`src/rtl/dcachePkg.sv`:
```
package dcachePkg;

  // geometry
  localparam int unsigned AddrWidth   = 32;
  localparam int unsigned Xlen        = 64;
  localparam int unsigned Ways        = 2;
  localparam int unsigned Sets        = 64;
  localparam int unsigned IndexWidth  = 6;
  localparam int unsigned OffsetWidth = 5;
  localparam int unsigned TagWidth    = 21;
  localparam int unsigned LineWords   = 4;
  localparam int unsigned LineBytes   = 32;

  // top nibble of cacheable space
  localparam logic [3:0] CachedRegion = 4'b1000;

  // burst length codes as beats minus one
  localparam logic [7:0] BurstLenLine = 8'd3;
  localparam logic [7:0] BurstLenWord = 8'd0;

  typedef enum logic [2:0] {
    IDLE      = 3'd0,
    COMPARE   = 3'd1,
    WRITEBACK = 3'd2,
    MISS      = 3'd3,
    REFILL    = 3'd4,
    REPLACE   = 3'd5,
    UNCACHED  = 3'd6
  } cacheStateT;

  // word view for beats and reads, byte view for masked stores
  typedef union packed {
    logic [LineWords-1:0][Xlen-1:0] words;
    logic [LineBytes-1:0][7:0]      bytes;
  } lineT;

  typedef struct packed {
    logic [TagWidth-1:0]    tag;
    logic [IndexWidth-1:0]  index;
    logic [OffsetWidth-1:0] offset;
  } cacheAddrT;

endpackage

```
`src/rtl/refillBuffer.sv`:
```
`timescale 1ns/1ps

module refillBuffer (
  input  logic                       clk,
  input  logic                       rst_n,
  input  logic                       capture_i,
  input  logic                       beatValid_i,
  input  logic [dcachePkg::Xlen-1:0] beatData_i,
  output dcachePkg::lineT            line_o
);
  import dcachePkg::*;

  logic [$clog2(LineWords)-1:0] beatCnt;

  // wraps to zero after the last beat of a line
  always_ff @(posedge clk or negedge rst_n) begin
    if (!rst_n) begin
      beatCnt <= '0;
    end else if (capture_i && beatValid_i) begin
      beatCnt <= beatCnt + 1'b1;
    end
  end

  always_ff @(posedge clk) begin
    if (capture_i && beatValid_i) begin
      line_o.words[beatCnt] <= beatData_i;
    end
  end

endmodule

```
`config.mk`:
```
export PLATFORM = sky130hd
export DESIGN_NAME = refillBuffer
export DESIGN_NICKNAME = d
export VERILOG_FILES = /design/src/rtl/dcachePkg.sv /design/src/rtl/refillBuffer.sv
export SDC_FILE = /design/constraint.sdc
export NUM_CORES = 1
export LEC_CHECK = 0
export BUFFER_PORTS_ARGS = -buffer_cell sky130_fd_sc_hd__buf_2
export CORE_ASPECT_RATIO = 1.75
export CORE_MARGIN = 2
export CORE_UTILIZATION = 47
export DETAILED_ROUTE_END_ITERATION = 16
export PLACE_DENSITY = 0.78
export SYNTH_ARGS = -nofsm -noshare
export SYNTH_HDL_FRONTEND = slang
export SYNTH_SLANG_ARGS = --single-unit
export TNS_END_PERCENT = 30
```
`constraint.sdc`:
```
create_clock -name clk -period 2.6 [get_ports clk]
set_input_delay 0.13 -clock clk [delete_from_list [all_inputs] [get_ports clk]]
set_output_delay 0.13 -clock clk [all_outputs]
set_load 0.01 [all_outputs]
```
# Yosys cells after proc, flatten, opt, wreduce, memory -nomap -nowiden
# Index checks and enable logic that the tools add are counted.
[word_totals]
regBits = 258
inputBits = 68
out_inout_bits = 256
[classes]
add_sub_neg = 1
magnitude_cmp = 2
n_mux = 3
reduce_logical = 2
[op_table]
columns = ["cell", "n"]
rows = [
  ["$bwmux W256", 1],
  ["$demux W64 S2", 1],
  ["$mux W64", 1],
  ["$lt A2 B3 Y1 const B", 1],
  ["$add A2 B1 Y2 const B", 1],
  ["$ge A2 B1 Y1 const B", 1],
  ["$logic_and A1 B1 Y1", 2],
]

# Depth between registers and ports, before layout
[depth]
word_depth = 5
mapped_depth = 3
depth_no_buf = 3

# Least setup slack after synthesis
# OpenSTA, ideal clock, no wires.
[synth_timing]
path_kind = "register -> register"
startpoint = "register beatCnt[0] (netlist name)"
endpoint = "register line_o[128] in the netlist's numbering (enable)"
setup_time_ns = 0.393
arrival_time_ns = 1.502
required_ns = 2.207
path_slack_ns = 0.705
stages_incl_launch_ff = 4
n_path_buf = 0
period_less_slack_ns = 1.895
cell_sequence = "dfrtp_1 -> inv_1 -> ha_1 -> and3_2"
[synth_rtl]
columns = ["item", "line", "rtl"]
rows = [
  ["end: declaration", "refillBuffer.sv:9", "output dcachePkg::lineT line_o"],
]

==> impl_metrics.ini <==
[worst_hold_path]
min_from = capture_i
holdPathStages = 3
hold_class = input pin to flip-flop
hold-path-endpoint = beatCnt[1]

[worst_setup_path]
r2r_slack_ns = 0.88
cp-start-kind = flip-flop
rr_worst_depth = 4
critPathRequiredTime_ns = 2.73
r2r_start = beatCnt[0]
critPathMaxStageDelay_ns = 0.45
cp_cell_sequence = inv_1, ha_1, and3_2, buf_4
endpoint_kind = flip-flop
timing.rr.end = line_o[147]
crit_slowest_cell = buf_4
worstPathArrival_ns = 1.85
critPathMaxFanout = 37
path_class = flip-flop to flip-flop

[floorplan]
design.core.area_um2 = 16400
initial_core_util_pct = 48.0
die_area_um2 = 17800
fp.dieW_um = 102
num_rows = 62
pin_count = 324
fp.dieH_um = 175

[power_and_ir_drop]
total_power_w = 0.00933
powerDensity_nw_per_um2 = 833
peakVddDrop_v = 0.000668
power_leakage_nw = 4.36

[timing]
timing.fmax_ghz = 0.582
max_slew_margin_pct = 63.5
fin_skew_ns = 0.0131
rsz0062_at_grt = no
post-route-period-util_pct = 66.1
hold_violations = 0
min_period_ns = 1.72
setup_tns_ns = 0
setup_viol = 0
worst_slew_pin_slew_ns = 0.547
maxSlewViolCount = 0

[placed_design]
port_buffers = 323
placed_cells = 826
place_area_um2 = 9810
dp_hpwl_mm = 12.3
gp_congestion = 0.775

[routing]
drt_iter0_drc = 165
dr.pass1.iters = 6
drcViolationCount = 0
routedWlPerCell_um = 20.0
avgViaCountPerCell = 4.76
vias = 4427
finalWirelength_mm = 18.7
detail-route-antenna-nets = 0

[finish]
final_cell_count_no_fill = 931
layout_commonest_cell = buf_2
final_cell_area_um2 = 11200
num-nets-final = 765
syn2layout_area_growth_pct = 42.5
fillers = 1036
final_cell_mix = buf_2, edfxtp_1, dlygate4sd3_1
drive_gt1_share_pct = 52.1

[clocking]
worstSkewPairLatency_ns = 0.49
cts_root_buf = clkbuf_16
numCtsBuffers = 21
clkTransAtPathRegs_ns = 0.06
clkSinkCount = 258
hold_buffers = 68
h-tree-depth = 1
clockBufferDepth = 3
cts_tree = built
cts_resized = 0
post-cts-setup-buffers = 0

[synth]
yosys-top-cells-area = edfxtp_1, dfrtp_1, ha_1
syn-instance-count = 271
synth.largest_area_cell = edfxtp_1
synth_nets = 343
synth_area_um2 = 7860
synth-warning-count = 0
synth_seq_cells = 258
yosys.area.top_type_share_pct = 97.9
synth_cell_type_count = 8
yosysSeqAreaShare_pct = 98.5
syn_avg_cell_area_um2 = 29.0

[flow_run]
maxCapViolCount = 0

[outcome]
status = completed

[global_routing]
track_usage_pct = 20.3
antenna_found_initial = 1
grt_pass1_wl_mm = 26.8
grt_max_degree = 38
grt_pass1_vias = 4671
overflow = 0
synth_stat cells:
cell type / number
edfxtp_1: 256
inv_1: 2
dfrtp_1: 2
ha_1: 4
and3_2: 4
nand2_2: 1
mux2_4: 1
xnor2_1: 1
flip-flops by register name, indices dropped and copies added, names as in the netlist:
name	count
line_o	256
beatCnt	2
routing by layer:
metal | track usage (%) | share of wire (%) | wire length, µm
met1 | 21.8 | 34 | 6300
met2 | 37.0 | 56 | 10400
met3 | 4.84 | 6.6 | 1230
met4 | 9.07 | 4.0 | 742
met5 | 0 | 0 | 0
power breakdown:
| part | switching (W) | internal [W] | leakage, nW |
|---|---|---|---|
| sequential | 0.000117 | 0.00503 | 2.35 |
| clock | 0.00132 | 0.00187 | 0.339 |
| combinational | 0.000628 | 0.000361 | 1.67 |
| total | 0.00206 | 0.00726 | 4.36 |
layout make-up:
cell class / instances / area (µm²) / area share [%]
clock inverter: 15 / 174 / 1.55
multi-input combinational: 11 / 110 / 0.984
sequential: 258 / 7740 / 69.1
antenna: 1 / 2.50 / 0.0224
inverter: 2 / 7.51 / 0.0671
tap: 224 / 280 / 2.50
timing repair buffer: 399 / 2360 / 21.1
clock buffer: 21 / 526 / 4.69
cell families (layout without fill, tap and decap cells):
kind of cell / after synthesis / count (layout) / synth area share [%]
muxes: 1 / 1 / 0.191
adders and majority gates: 4 / 4 / 0.637
and+or+nand+nor: 5 / 5 / 0.462
buffers and inverters: 2 / 437 / 0.0956
DFF: 258 / 258 / 98.5
xor gates and xnor gates: 1 / 1 / 0.112
other: 0 / 1 / 0
critical path, delay by kind of cell, from the launching register on:
kind / cells / cell delay, ns
buffers and inverters: 2 / 0.56
AND/OR/NAND/NOR: 1 / 0.19
flip-flops: 1 / 0.43
adder cells (fa/ha/maj): 1 / 0.15
worst max path at each step:
stage	start	end	slack, ns	depth (start not counted)
after detailed placement	beatCnt[0]	line_o[159]	0.84	4
after global placement	beatCnt[0]	line_o[18]	0.93	4
after global routing	beatCnt[0]	line_o[142]	0.79	4
final	beatCnt[0]	line_o[147]	0.88	4
after CTS	beatCnt[0]	line_o[188]	0.83	4
after floorplan	beatCnt[0]	line_o[128]	0.71	3
stage by stage:
| step | setup WS [ns] | utilization, % | hold WS [ns] |
|---|---|---|---|
| finish | 0.882 | 68.4 | 0.0383 |
| global placement | 0.933 | 59.9 | -0.0850 |
| CTS | 0.831 | 68.4 | 0.00627 |
| global route | 0.786 | 68.4 | 0.0360 |
| detailed placement | 0.841 | 59.9 | -0.0783 |
| floorplan | 0.705 | - | -0.166 |
(Power assumes the default switching activity.)
