**src/rtl/dcachePkg.sv**
```systemverilog
package dcachePkg;

  // geometry
  localparam int unsigned AddrWidth   = 32;
  localparam int unsigned Xlen        = 64;
  localparam int unsigned Ways        = 2;
  localparam int unsigned Sets        = 64;
  localparam int unsigned IndexWidth  = 6;
  localparam int unsigned OffsetWidth = 5;
  localparam int unsigned TagWidth    = 21;
  localparam int unsigned LineWords   = 4;
  localparam int unsigned LineBytes   = 32;

  // top nibble of cacheable space
  localparam logic [3:0] CachedRegion = 4'b1000;

  // burst length codes as beats minus one
  localparam logic [7:0] BurstLenLine = 8'd3;
  localparam logic [7:0] BurstLenWord = 8'd0;

  typedef enum logic [2:0] {
    IDLE      = 3'd0,
    COMPARE   = 3'd1,
    WRITEBACK = 3'd2,
    MISS      = 3'd3,
    REFILL    = 3'd4,
    REPLACE   = 3'd5,
    UNCACHED  = 3'd6
  } cacheStateT;

  // word view for beats and reads, byte view for masked stores
  typedef union packed {
    logic [LineWords-1:0][Xlen-1:0] words;
    logic [LineBytes-1:0][7:0]      bytes;
  } lineT;

  typedef struct packed {
    logic [TagWidth-1:0]    tag;
    logic [IndexWidth-1:0]  index;
    logic [OffsetWidth-1:0] offset;
  } cacheAddrT;

endpackage

```
**src/rtl/dcacheCtrl.sv**
```systemverilog
`timescale 1ns/1ps

module dcacheCtrl (
  input  logic                  clk,
  input  logic                  rst_n,
  input  logic                  reqValid_i,
  input  logic                  reqWrite_i,
  input  dcachePkg::cacheAddrT  reqAddr_i,
  input  logic                  hit_i,
  input  logic                  victimDirty_i,
  input  logic                  memRdReady_i,
  input  logic                  memRdDataValid_i,
  input  logic                  memRdLast_i,
  input  logic                  memWrReady_i,
  output dcachePkg::cacheStateT state_o,
  output dcachePkg::cacheAddrT  reqAddr_o,
  output logic                  reqWrite_o,
  output logic                  addrOk_o,
  output logic                  dataOk_o,
  output logic                  memRdValid_o,
  output logic                  memWrValid_o,
  output logic                  lineWrite_o,
  output logic                  wordWrite_o
);
  import dcachePkg::*;

  cacheStateT state;
  cacheStateT nextState;
  logic       accept;
  logic       uncached;

  assign accept = reqValid_i && addrOk_o;

  // only stores leave the cache, loads always take the cached path
  assign uncached = reqAddr_i.tag[TagWidth-1 -: 4] != CachedRegion;

  always_ff @(posedge clk or negedge rst_n) begin
    if (!rst_n) begin
      state <= IDLE;
    end else begin
      state <= nextState;
    end
  end

  always_comb begin
    nextState = state;
    case (state)
      IDLE: begin
        if (accept) begin
          nextState = (reqWrite_i && uncached) ? UNCACHED : COMPARE;
        end
      end
      COMPARE: begin
        if (hit_i) begin
          nextState = IDLE;
        end else begin
          nextState = victimDirty_i ? WRITEBACK : MISS;
        end
      end
      WRITEBACK: begin
        // dirty victim must reach memory before the refill read
        if (memWrReady_i) begin
          nextState = MISS;
        end
      end
      MISS: begin
        if (memRdReady_i) begin
          nextState = REFILL;
        end
      end
      REFILL: begin
        if (memRdDataValid_i && memRdLast_i) begin
          nextState = REPLACE;
        end
      end
      REPLACE: begin
        nextState = COMPARE;
      end
      UNCACHED: begin
        if (memWrReady_i) begin
          nextState = IDLE;
        end
      end
      default: begin
        nextState = IDLE;
      end
    endcase
  end

  // request latch
  always_ff @(posedge clk) begin
    if (accept) begin
      reqAddr_o <= reqAddr_i;
    end
  end

  always_ff @(posedge clk or negedge rst_n) begin
    if (!rst_n) begin
      reqWrite_o <= 1'b0;
    end else if (accept) begin
      reqWrite_o <= reqWrite_i;
    end
  end

  assign state_o      = state;
  assign addrOk_o     = state == IDLE;
  assign memRdValid_o = state == MISS;
  assign memWrValid_o = (state == WRITEBACK) || (state == UNCACHED);
  assign lineWrite_o  = state == REPLACE;
  assign wordWrite_o  = (state == COMPARE) && hit_i && reqWrite_o;

  // hit in compare or uncached write taken by memory
  assign dataOk_o = ((state == COMPARE) && hit_i) ||
                    ((state == UNCACHED) && memWrReady_i);

endmodule

```
**config.mk**
```make
export PLATFORM = sky130hd
export DESIGN_NAME = dcacheCtrl
export DESIGN_NICKNAME = d
export VERILOG_FILES = /design/src/rtl/dcachePkg.sv /design/src/rtl/dcacheCtrl.sv
export SDC_FILE = /design/constraint.sdc
export NUM_CORES = 1
export LEC_CHECK = 0
export BUFFER_PORTS_ARGS = -buffer_cell sky130_fd_sc_hd__buf_2
export CELL_PAD_IN_SITES_DETAIL_PLACEMENT = 1
export CELL_PAD_IN_SITES_GLOBAL_PLACEMENT = 1
export CORE_MARGIN = 2
export CORE_UTILIZATION = 25
export DETAILED_ROUTE_END_ITERATION = 6
export PLACE_DENSITY_LB_ADDON = 0.1
export SLEW_MARGIN = 10
export SYNTH_ARGS = -nofsm -noshare
export SYNTH_HDL_FRONTEND = slang
export SYNTH_SLANG_ARGS = --single-unit
```
**constraint.sdc**
```tcl
create_clock -name clk -period 5.5 [get_ports clk]
set_input_delay 0.275 -clock clk [delete_from_list [all_inputs] [get_ports clk]]
set_output_delay 0.275 -clock clk [all_outputs]
set_load 0.005 [all_outputs]
```
[Word level (Yosys, flattened, before mapping)]
Index checks and enable logic that the tools add are counted.
Storage, ports and cells
  input bits: 42
  flip-flop bits (word level): 36
  word-level logic and storage cells: 36
  output and inout port bits: 42
Cells by class
  equal/unequal tests: 12
  mux-type cells: 9
  reductions and logical operators: 10
Operator list (number)
  3-bit case mux with 7 select lines: 1
  3-bit 2-to-1 mux: 6
  3-bit == test (second input constant): 3
  2-bit inequality test (second input constant): 4
  3-bit by 2-bit == test with 1-bit output (second input constant): 2
  1-bit logical AND: 6
  5-bit AND reduction: 1
  4-bit inequality test (second input constant): 1
  3-bit by 1-bit == test with 1-bit output (second input constant): 1
  3-bit zero test: 1
  1-bit logical OR: 2
  2-bit 2-to-1 mux: 1
  2-bit by 1-bit inequality test with 1-bit output (second input constant): 1
  1-bit 2-to-1 mux: 1

[Depth between registers and ports, before layout]
Gate-level depths: netlist (run 1).
  depth after elaboration: 5
  mapped depth: 5
  gate-level depth less buffers: 4

[Worst setup path after synthesis (run 1)]
Ideal clock, no wire load.
  path type: reg-to-reg
  from: register state[2], in the netlist state_o[2]
  to: register reqWrite_o
  slack: 3299 ps
  arrival: 2076 ps
  cell stages (with the launch flop): 5
  buffers on the path: 1
  setup time: 125 ps
  period minus slack after synthesis: 2201 ps
  required time: 5375 ps
  cells stage by stage: dfrtp_1 -> buf_2 -> nor3_2 -> and2_1 -> mux2_2
On the way
  cells in the longest elaborated chain, start to end: 2
Ends and longest elaborated chain
  from (decl): RTL line dcacheCtrl.sv:27  | cacheStateT state;
  from (signal assigned): RTL line dcacheCtrl.sv:41  | state <= nextState;
  3-bit zero test: RTL line dcacheCtrl.sv:106  | assign addrOk_o = state == IDLE;
  via addrOk_o: RTL line dcacheCtrl.sv:18  | output logic addrOk_o,
  1-bit logical AND: RTL line dcacheCtrl.sv:32  | assign accept = reqValid_i && addrOk_o;
  via accept: RTL line dcacheCtrl.sv:29  | logic accept;
  to (signal assigned): RTL line dcacheCtrl.sv:101  | reqWrite_o <= reqWrite_i;
  to (decl): RTL line dcacheCtrl.sv:17  | output logic reqWrite_o,
The timed path passes the listed nets, and every way through them passes these cells.
A chain may end at the register's enable or synchronous reset.

[Worst setup path after layout (run 1)]
  from: register state[2], in the netlist state_o[2]
  to: register reqAddr_o[0] (netlist bit) (enable)
On the way
  cells in the longest elaborated chain, start to end: 2
Ends and longest elaborated chain
  3-bit zero test: RTL line dcacheCtrl.sv:106
  1-bit logical AND: RTL line dcacheCtrl.sv:32
  via accept: RTL line dcacheCtrl.sv:29
  to (signal assigned): RTL line dcacheCtrl.sv:93  | reqAddr_o <= reqAddr_i;
  to (decl): RTL line dcacheCtrl.sv:16  | output dcachePkg::cacheAddrT reqAddr_o,
The timed path passes the listed nets, and every way through them passes these cells.

==> Flow_metrics.wiki, run 1 <==
{| class="wikitable"
! Metric !! Value
|-
| Number of antenna violations at the first check in global routing || 0
|-
| Antenna Nets Post-Route || 0
|-
| Worst Path Max Fanout || 20
|-
| Antenna Diode Count || 0
|-
| Switching power total || 238 µW
|-
| Vertical die dimension || 76.5 µm
|-
| Fin. max-slew vios || 0
|-
| Min Clock Period, post-route || ~2000 ps
|-
| Sw Ratio || 28.2%
|-
| All-layer global routing usage || 10.9%
|-
| Summed area of non-filler cells in the final layout || 0.00192 mm²
|-
| Internal Dissipation || slightly above 600 µW
|-
| Core box area || 0.00507 mm²
|-
| Count of maximum capacitance violations || 0
|-
| Vias in the first global route || 994
|-
| Number of clock sinks || 36
|-
| Port bufs || 83
|-
| Routed via count divided by cell count || 4.20
|-
| Result of the run || complete, no violations
|-
| Smallest hold slack || 166 ps
|-
| TritonCTS Buffers || 5
|-
| Critical Path Sink Type || register
|-
| Kind of start point of the critical path || register
|-
| Starting Density || 25.9%
|-
| Gp weighted congestion || 0.738
|-
| Clock-pin slew of the registers on the worst-case setup and hold paths || 70 ps
|-
| Share of the clock period used by the worst path after layout || 37.2%
|-
| Remaining routing DRC violations || 0
|-
| Via count || 978
|-
| Die Outline Area || between 0.005 and 0.006 mm²
|-
| CP top delay family || simple AND/OR/NAND/NOR gates
|-
| Row count || 26
|-
| Part of the power in the clock network || 25.6%
|-
| Final layout net count || 204
|-
| Detailed-route wire length || 3140 µm
|-
| Floorplan die width || 76.5 µm
|-
| Cells taking the most area after synthesis || edfxtp_1 73%, dfrtp_1 7.6%, o41ai_2 1.2%
|-
| Worst setup skew after layout || between 2 and 3 ps
|-
| Mean Syn Cell Area || ~18 µm²
|-
| Area of placed instances || ~0.0018 mm²
|-
| Combinational share of power || 24.8%
|-
| H-tree lvl count || 2
|-
| CP Cell Sequence || nor3_2, and2_1, buf_4
|-
| Wire length of the first global-routing pass || just under 5000 µm
|-
| Post CTS Setup Buffer Count || 0
|-
| Arrival time of data at the critical path endpoint || 2010 ps
|-
| Layout overhead on the synthesized area || 46.6%
|-
| Synthesized net count || 115
|-
| First DRT Iteration DRCs || 18
|-
| Maximum number of pins on one net before global-route repair || 21
|-
| Total of flip-flops plus latches after synthesis || 36
|-
| Maximum vdd ir drop || 0.158 mV
|-
| I/O Pins || 84
|-
| Transition at the pin with the smallest max-transition slack || 589 ps
|-
| Total gr overflow || 0
|-
| Synthesized instance count || 73
|-
| Number of buffers between clock root and the deepest sink || 2
|-
| Slew HR || 60.7%
|-
| Crit path required time || 5460 ps
|-
| Clock Tree Root || clkbuf_8
|-
| Commonest non-fill, non-tap cell in the layout || buf_2
|-
| Worst path slowest cell || and2_1
|-
| Biggest cell delay along the critical path || 540 ps
|-
| Category of the most critical setup path || register to register
|-
| Share of cells above drive strength 1 || 58.9%
|-
| Fmax || 0.488 GHz
|-
| Warning count from the yosys run || 0
|-
| Number of setup violations in the final report || 0
|-
| Distinct cell type count after synthesis || 28
|-
| Sequential element share of the synthesized area || between 80 and 90%
|-
| Clock latency on the worst-skew pair || ~280 ps
|-
| Most frequent cells in the layout || 83 x buf_2, 32 x edfxtp_1, 5 x clkbuf_8, 4 x inv_1, 4 x dfrtp_1
|-
| Unrepaired setup endpoints after global routing || false
|-
| Pwr Density || 438 mW/mm²
|-
| Sequential cell fraction of total power || 49.6%
|-
| First drt pass iteration count || 4
|-
| Final core utilization || approximately 38%
|-
| Worst min path class || primary input to register
|-
| CP bufs+invs || 1
|-
| Final Hold Vio Count || 0
|-
| Synth area leader || edfxtp_1
|-
| Synth Cell Area || 0.00131 mm²
|-
| Setup tns final || 0 ps
|-
| TritonCTS clock tree || done
|-
| Routed wire length per instance || 13.5 µm
|-
| Area share of the leading cell type in the synthesized netlist || 73.2%
|-
| Leak || about 0.84 nW
|}
-- what timing repair did --
item	4_1_cts	5_1_grt
endpoints found under the hold margin	4	0
hold buffers	1	0
endpoints found under the setup margin	0	0
resized for setup	0	0
-- cells by family (layout without fill, tap and decap cells) --
| group | after synthesis | in the layout | share of synthesized area [%] |
|---|---|---|---|
| buffers and inverters | 7 | 97 | 2.29 |
| AND/OR/NAND/NOR | 18 | 18 | 8.87 |
| flip-flops | 36 | 36 | 80.8 |
| AO/OA/AOI/OAI | 11 | 11 | 7.15 |
| multiplexers | 1 | 1 | 0.858 |
-- flip-flops by register name, indices dropped and copies added, names as in the netlist --
name / count
reqAddr_o: 32
reqWrite_o: 1
state_o: 3
-- worst reg2reg max path: cells and delay by family (launching register included) --
kind	cells	cell delay [ps]
flip-flops	1	530
AND/OR/NAND/NOR	2	820
buffers and inverters	1	380
-- path summary, 6_finish.rpt --
| check | slack [ps] | depth (start not counted) | start | end |
|---|---|---|---|---|
| setup / recovery | 3450 | 3 | state_o[2] | reqAddr_o[0] |
| hold / removal | 170 | 1 | reqAddr_i[6] | reqAddr_o[6] |
| setup reg to reg | 3450 | 3 | state_o[2] | reqAddr_o[0] |
| hold reg to reg | 550 | 1 | reqWrite_o | reqWrite_o |
| max in group asynchronous | 5050 | 2 | rst_n | state_o[0] |
| min in group asynchronous | 330 | 2 | rst_n | state_o[1] |
-- cell type report --
type	count	area, µm²
clock buffers	5	68.8
repair buffers	85	433
well taps	70	87.6
fillers	589	3150
inverters	4	15.0
flip-flops and latches	36	1060
clock inverters	3	37.5
multi-input cells	30	221
-- metrics by stage --
step | power (mW) | worst slack, ps | cells
3_3_place_gp | 0.629 | 3520 | 224
6_report | 0.843 | 3450 | 233
2_1_floorplan | 0.529 | 3300 | 73
4_1_cts | 0.857 | 3440 | 233
5_1_grt | 0.894 | 3270 | 233
3_5_place_dp | 0.636 | 3440 | 224
-- cell usage after synthesis --
master,count
o211ai_2,1
nand3b_1,2
inv_1,4
or4_1,1
and2_1,1
a32o_1,1
nor2b_1,1
buf_2,3
or2_1,1
or3b_2,1
nor3_2,1
o32ai_1,1
o22a_1,1
nand2_1,3
and3_1,1
o41ai_2,1
o22ai_1,2
o32a_1,1
dfrtp_1,4
o21ai_1,1
o21ai_0,1
a21oi_1,1
and3b_1,1
nor2_1,3
nor4_1,1
mux2_2,1
edfxtp_1,32
nor3b_2,1
-- power by group through the flow --
stage / Sequential (mW) / Clock (mW) / Combinational, mW
6_report: 0.418 / 0.216 / 0.210
5_1_grt: 0.427 / 0.237 / 0.230
3_3_place_gp: 0.419 / 0 / 0.211
2_1_floorplan: 0.403 / 0 / 0.127
4_1_cts: 0.418 / 0.224 / 0.215
3_5_place_dp: 0.424 / 0 / 0.213
-- layer usage --
layer	wire length, µm	global-route usage (%)
met3	250	3.79
met4	32	6.00
met5	0	0
met1	1210	11.3
met2	1640	19.2
Note: power is estimated with default switching activity, not from simulation.
==> run 2: changes to the inputs <==
clock period = 1.8 ns   (was 5.5 ns; I/O delays follow)
==> Flow_metrics.wiki, run 2 (synthesis gave the netlist of run 1 again) <==
{| class="wikitable"
! Metric !! Value
|-
| Result of the run || complete, no violations
|-
| Number of antenna violations at the first check in global routing || 0
|-
| Remaining routing DRC violations || 0
|-
| All-layer global routing usage || approximately 13%
|-
| I/O Pins || 84
|-
| Total power draw || 2.73 mW
|-
| Filler cell count || around 580
|-
| Routed wire length per instance || 13.8 µm
|-
| Clock-pin slew of the registers on the worst-case setup and hold paths || roughly 70 ps
|-
| Worst Path Max Fanout || 7
|-
| Share of the clock period used by the worst path after layout || 86.5%
|-
| Count of maximum capacitance violations || 0
|-
| Share of cells above drive strength 1 || 51.3%
|-
| Worst setup skew after layout || 5.12 ps
|-
| Pwr Density || 1210 mW/mm²
|-
| H-tree lvl count || 2
|-
| First DRT Iteration DRCs || 28
|-
| Min Clock Period, post-route || 1560 ps
|-
| Gp weighted congestion || 0.740
|-
| Clock latency on the worst-skew pair || 280 ps
|-
| Kind of start point of the critical path || register
|-
| Worst min path class || primary input to register
|-
| Commonest non-fill, non-tap cell in the layout || buf_2
|-
| Number of setup violations in the final report || 0
|-
| Vias in the first global route || 1,165
|-
| Routed via count divided by cell count || 4.13
|-
| Final Hold Vio Count || 0
|-
| Unrepaired setup endpoints after global routing || false
|-
| Number of buffers between clock root and the deepest sink || 2
|-
| Starting Density || between 20% and 30%
|-
| Number of flip-flops under the largest register name || 32
|-
| Transition at the pin with the smallest max-transition slack || about 400 ps
|-
| Total gr overflow || 0
|-
| Number of clock sinks || 36
|-
| Final layout net count || 236
|-
| Core box area || 0.00507 mm²
|-
| Cell count of the worst hold path || 1
|-
| Die Outline Area || roughly 0.0058 mm²
|-
| Critical Path Sink Type || register
|-
| Detailed-route wire length || approximately 3700 µm
|-
| Clock Tree Root || clkbuf_8
|-
| Maximum vdd ir drop || between 0.4 and 0.5 mV
|-
| Setup tns final || 0 ps
|-
| Wire length of the first global-routing pass || 5890 µm
|-
| Fin. max-slew vios || 0
|-
| Floorplan die width || 76.5 µm
|-
| TritonCTS Buffers || 5
|-
| Antenna Diode Count || 0
|-
| Category of the most critical setup path || register to register
|-
| Port bufs || 83
|-
| Row count || 26
|-
| TritonCTS clock tree || done
|-
| Half-perimeter wire length after placement || 2570 µm
|-
| Via count || 1,094
|-
| Maximum number of pins on one net before global-route repair || 26
|-
| Most frequent cells in the layout || 83 x buf_2, 32 x edfxtp_1, 30 x dlygate4sd3_1, 5 x clkbuf_8
|-
| Layout overhead on the synthesized area || 71.6%
|-
| Slew HR || about 73%
|-
| Vertical die dimension || 76.5 µm
|-
| First drt pass iteration count || 4
|-
| Leak || 0.979 nW
|-
| Post CTS Setup Buffer Count || 0
|-
| Register containing the most flip-flops in the final layout || reqAddr_o
|-
| Arrival time of data at the critical path endpoint || around 1700 ps
|-
| Fmax || 0.642 GHz
|-
| Cells on worst reg2reg path || 4
|-
| Antenna Nets Post-Route || 0
|-
| Crit path required time || between 1500 and 2000 ps
|}
## run 2: area by class of cell
type	count	area, µm²	share of cell area, %
clock inverter	3	37.5	1.67
multi-input combinational	30	224	9.94
sequential	36	1060	47.1
inverter	4	15.0	0.667
clock buffer	5	68.8	3.06
timing repair buffer	117	758	33.7
tap	70	87.6	3.89
## run 2: repair_timing
item	in CTS	in global routing
gates resized for setup	0	0
hold buffers	30	0
hold endpoints to repair	33	0
## run 2: through the flow
stage               area [µm²]  instances  hold WS, ps  setup WS, ps  utilization (%)
finish                    2250        265         10.7           242             44.4
global route              2250        265         3.75           157             44.4
CTS                       2250        265         4.70           216             44.4
detailed placement        1850        227        -96.2           245             36.4
global placement          1850        227        -97.7           314             36.4
floorplan                 1320         73         -206           112                -
## run 2: path summary, 6_finish.rpt
kind | to | slack [ps] | from
min in group asynchronous | state_o[0] | 140 | rst_n
hold / removal | reqAddr_o[29] | 10 | reqAddr_i[29]
max in group asynchronous | reqWrite_o | 1540 | rst_n
hold reg to reg | reqWrite_o | 550 | reqWrite_o
setup / recovery | state_o[2] | 240 | state_o[1]
setup reg to reg | state_o[2] | 240 | state_o[1]
## run 2: where the power goes
group,switching [mW],internal (mW),leakage (nW),total (mW)
Sequential,0.0805,1.12,0.343,1.20
Clock,0.276,0.403,0.0532,0.679
Combinational,0.418,0.429,0.583,0.847
Total,0.775,1.95,0.979,2.73
## run 2: per-layer routing
metal  wire length (µm)  up-vias  GRT usage (%)  part of all wire (%)
li1                   -      522              -                     -
met1               1300      514           12.7                    36
met2               2020       50           24.5                    55
met3                240        8           3.79                   6.6
met4                100        0           6.73                   2.7
met5                  0        -              0                     0
## run 2: worst max-delay path, stage by stage (launching register included)
cell and delay [ps]:
dfrtp_1 450, or4_1 550, o211ai_2 120, nor4_1 70
or2_1 240
==> run 3: changes to the inputs <==
clock period = 1.4 ns   (was 1.8 ns; I/O delays follow)
==> Flow_metrics.wiki, run 3 (synthesis gave the netlist of run 1 again) <==
{| class="wikitable"
! Metric !! Value
|-
| Result of the run || finished, violations left
|-
| Violations in the final reports || setup timing
|-
| Cells on worst reg2reg path || 5
|-
| Final Hold Vio Count || 0
|-
| Clock latency on the worst-skew pair || around 270 ps
|-
| Transition at the pin with the smallest max-transition slack || 339 ps
|-
| Final layout net count || 251
|-
| Cell count of the worst hold path || 2
|-
| Min Clock Period, post-route || ~1500 ps
|-
| Part of the power in the clock network || 17.6%
|-
| Core box area || slightly above 0.005 mm²
|-
| Antenna Diode Count || 0
|-
| Total gr overflow || 0
|-
| Count of maximum capacitance violations || 0
|-
| Kind of start point of the critical path || register
|-
| Routed via count divided by cell count || 4.11
|-
| Smallest hold slack || 51.2 ps
|-
| Summed area of non-filler cells in the final layout || approximately 0.0024 mm²
|-
| Clock-pin slew of the registers on the worst-case setup and hold paths || 60 ps
|-
| Number of buffers between clock root and the deepest sink || 2
|-
| Biggest cell delay along the critical path || around 400 ps
|-
| Worst Slack Setup Final || -87.1 ps
|-
| Filler cell count || 579
|-
| Maximum number of pins on one net before global-route repair || 18
|-
| First DRT Iteration DRCs || 33
|-
| First drt pass iteration count || 5
|-
| Vertical die dimension || 76.5 µm
|-
| Antenna Nets Post-Route || 0
|-
| Internal Dissipation || 2.65 mW
|-
| Slew HR || 77.3%
|-
| Endpoint of the worst-slack reg-to-reg timing path || state_o[2]
|-
| Worst min path class || primary input to register
|-
| Routed wire length per instance || 13.7 µm
|-
| Sequential cell fraction of total power || 41.1%
|-
| Port bufs || 83
|-
| Number of antenna violations at the first check in global routing || 0
|-
| Starting Density || 25.9%
|-
| I/O Pins || 84
|-
| TritonCTS clock tree || done
|-
| Leak || 1.06 nW
|-
| Sw Ratio || 29.1%
|-
| TritonCTS Buffers || 5
|-
| Detailed-route wire length || 3830 µm
|-
| Arrival time of data at the critical path endpoint || 1650 ps
|-
| Pwr Density || between 1500 and 2000 mW/mm²
|-
| Reg2reg start || state_o[2]
|-
| Worst setup skew after layout || approximately 3.0 ps
|-
| Setup slack of the most critical reg-to-reg path || -90 ps
|-
| Die Outline Area || 0.00585 mm²
|-
| Floorplan die width || between 70 and 80 µm
|-
| Register containing the most flip-flops in the final layout || reqAddr_o
|-
| Fmax || 0.672 GHz
|-
| Share of cells above drive strength 1 || 55.5%
|-
| Flip-flop and latch area || 0.00106 mm²
|-
| Most frequent cells in the layout || 82 x buf_2, 33 x dlygate4sd3_1, 32 x edfxtp_1, 8 x buf_6, 7 x buf_4
|-
| Post-Place Setup Slack || -73.5 ps
|-
| Combinational share of power || about 41%
|-
| All-layer global routing usage || 13.3%
|-
| H-tree lvl count || 2
|-
| Via count || 1,148
|-
| Maximum vdd ir drop || 0.598 mV
|-
| Unrepaired setup endpoints after global routing || true
|-
| Share of the clock period used by the worst path after layout || 106%
|-
| Layout overhead on the synthesized area || 85.9%
|-
| Worst Path Max Fanout || 8
|-
| Wire length of the first global-routing pass || 6040 µm
|-
| Half-perimeter wire length after placement || 2690 µm
|-
| Clock Tree Root || clkbuf_8
|-
| Commonest non-fill, non-tap cell in the layout || buf_2
|-
| Multi-input gate area || 270 µm²
|-
| Terminating pin of the worst hold path || state_o[0]
|-
| Fin. max-slew vios || 0
|-
| CP Cell Sequence || buf_6, nand3b_1, o211ai_4, o22ai_2, or2_1
|-
| Category of the most critical setup path || register to register
|-
| Number of clock sinks || 36
|-
| Worst min-delay path startpoint || memRdReady_i
|-
| Critical Path Sink Type || register
|-
| Crit path required time || 1560 ps
|-
| Worst path slowest cell || dfrtp_1
|-
| Number of flip-flops under the largest register name || 32
|-
| Remaining routing DRC violations || 0
|-
| Switching power total || between 1 and 1.5 mW
|-
| Area of placed instances || ~0.0019 mm²
|-
| Row count || 26
|-
| Vias in the first global route || between 1,000 and 1,500
|-
| Number of setup violations in the final report || 37
|-
| Gp weighted congestion || 0.746
|}
[run 3: cell count changes in the layout (fill, tap and decap cells not counted), moves of 2 or more]
cell	previous run	this run
dlygate4sd3_1	30	33
clkinv_1	2	0
buf_6	0	8
buf_4	3	7
[run 3: worst max path at each step]
stage | startpoint | endpoint | slack [ps] | cells after the start
after detailed placement | state_o[1] | state_o[2] | -70 | 4
final | state_o[2] | state_o[2] | -90 | 5
after global routing | state_o[2] | state_o[2] | -180 | 5
after floorplan | state_o[1] | reqWrite_o | -160 | 4
after CTS | state_o[2] | memRdValid_o | -70 | 5
after global placement | state_o[1] | state_o[2] | -40 | 4
[run 3: area by class of cell]
| class | count | share of cell area [%] |
|---|---|---|
| clock buffer | 6 | 2.97 |
| clock inverter | 1 | 0.205 |
| inverter | 4 | 0.615 |
| multi-input combinational | 30 | 11.1 |
| sequential | 36 | 43.5 |
| tap | 70 | 3.59 |
| timing repair buffer | 132 | 38.1 |
[run 3: critical path, delay by kind of cell (launching register included)]
kind | cells | cell delay [ps]
flip-flops | 1 | 400
AO/OA/AOI/OAI | 2 | 380
AND/OR/NAND/NOR | 2 | 450
buffers and inverters | 1 | 140
[run 3: power groups by stage]
stage	sequential [mW]	clock [mW]	combinational (mW)
floorplan	1.59	0	0.561
global placement	1.53	0	1.22
detailed placement	1.55	0	1.24
CTS	1.53	0.691	1.37
global route	1.56	0.731	1.67
finish	1.54	0.656	1.54
[run 3: timing repair]
action	CTS	global route
hold buffers	33	0
gates cloned	0	1
pin swaps	3	2
gates resized for setup	5	9
endpoints found under the hold margin	36	0
endpoints found under the setup margin	27	39
setup buffers	0	3
[run 3: metal layers]
layer / up-vias / track usage (%) / wire length (µm)
li1: 553 / - / -
met1: 546 / 15.1 / 1510
met5: - / 0 / 0
met2: 47 / 23.5 / 2080
met3: 2 / 4.03 / 212
met4: 0 / 4.91 / 32
[run 3: stage by stage]
step / power (mW) / setup TNS (ps) / std cells / util (%)
global route: 3.96 / -4000 / 279 / 48.1
global placement: 2.75 / -41.7 / 235 / 37.7
floorplan: 2.15 / -1920 / 73 / -
CTS: 3.60 / -706 / 275 / 46.3
detailed placement: 2.79 / -130 / 235 / 37.7
finish: 3.74 / -2060 / 279 / 48.1
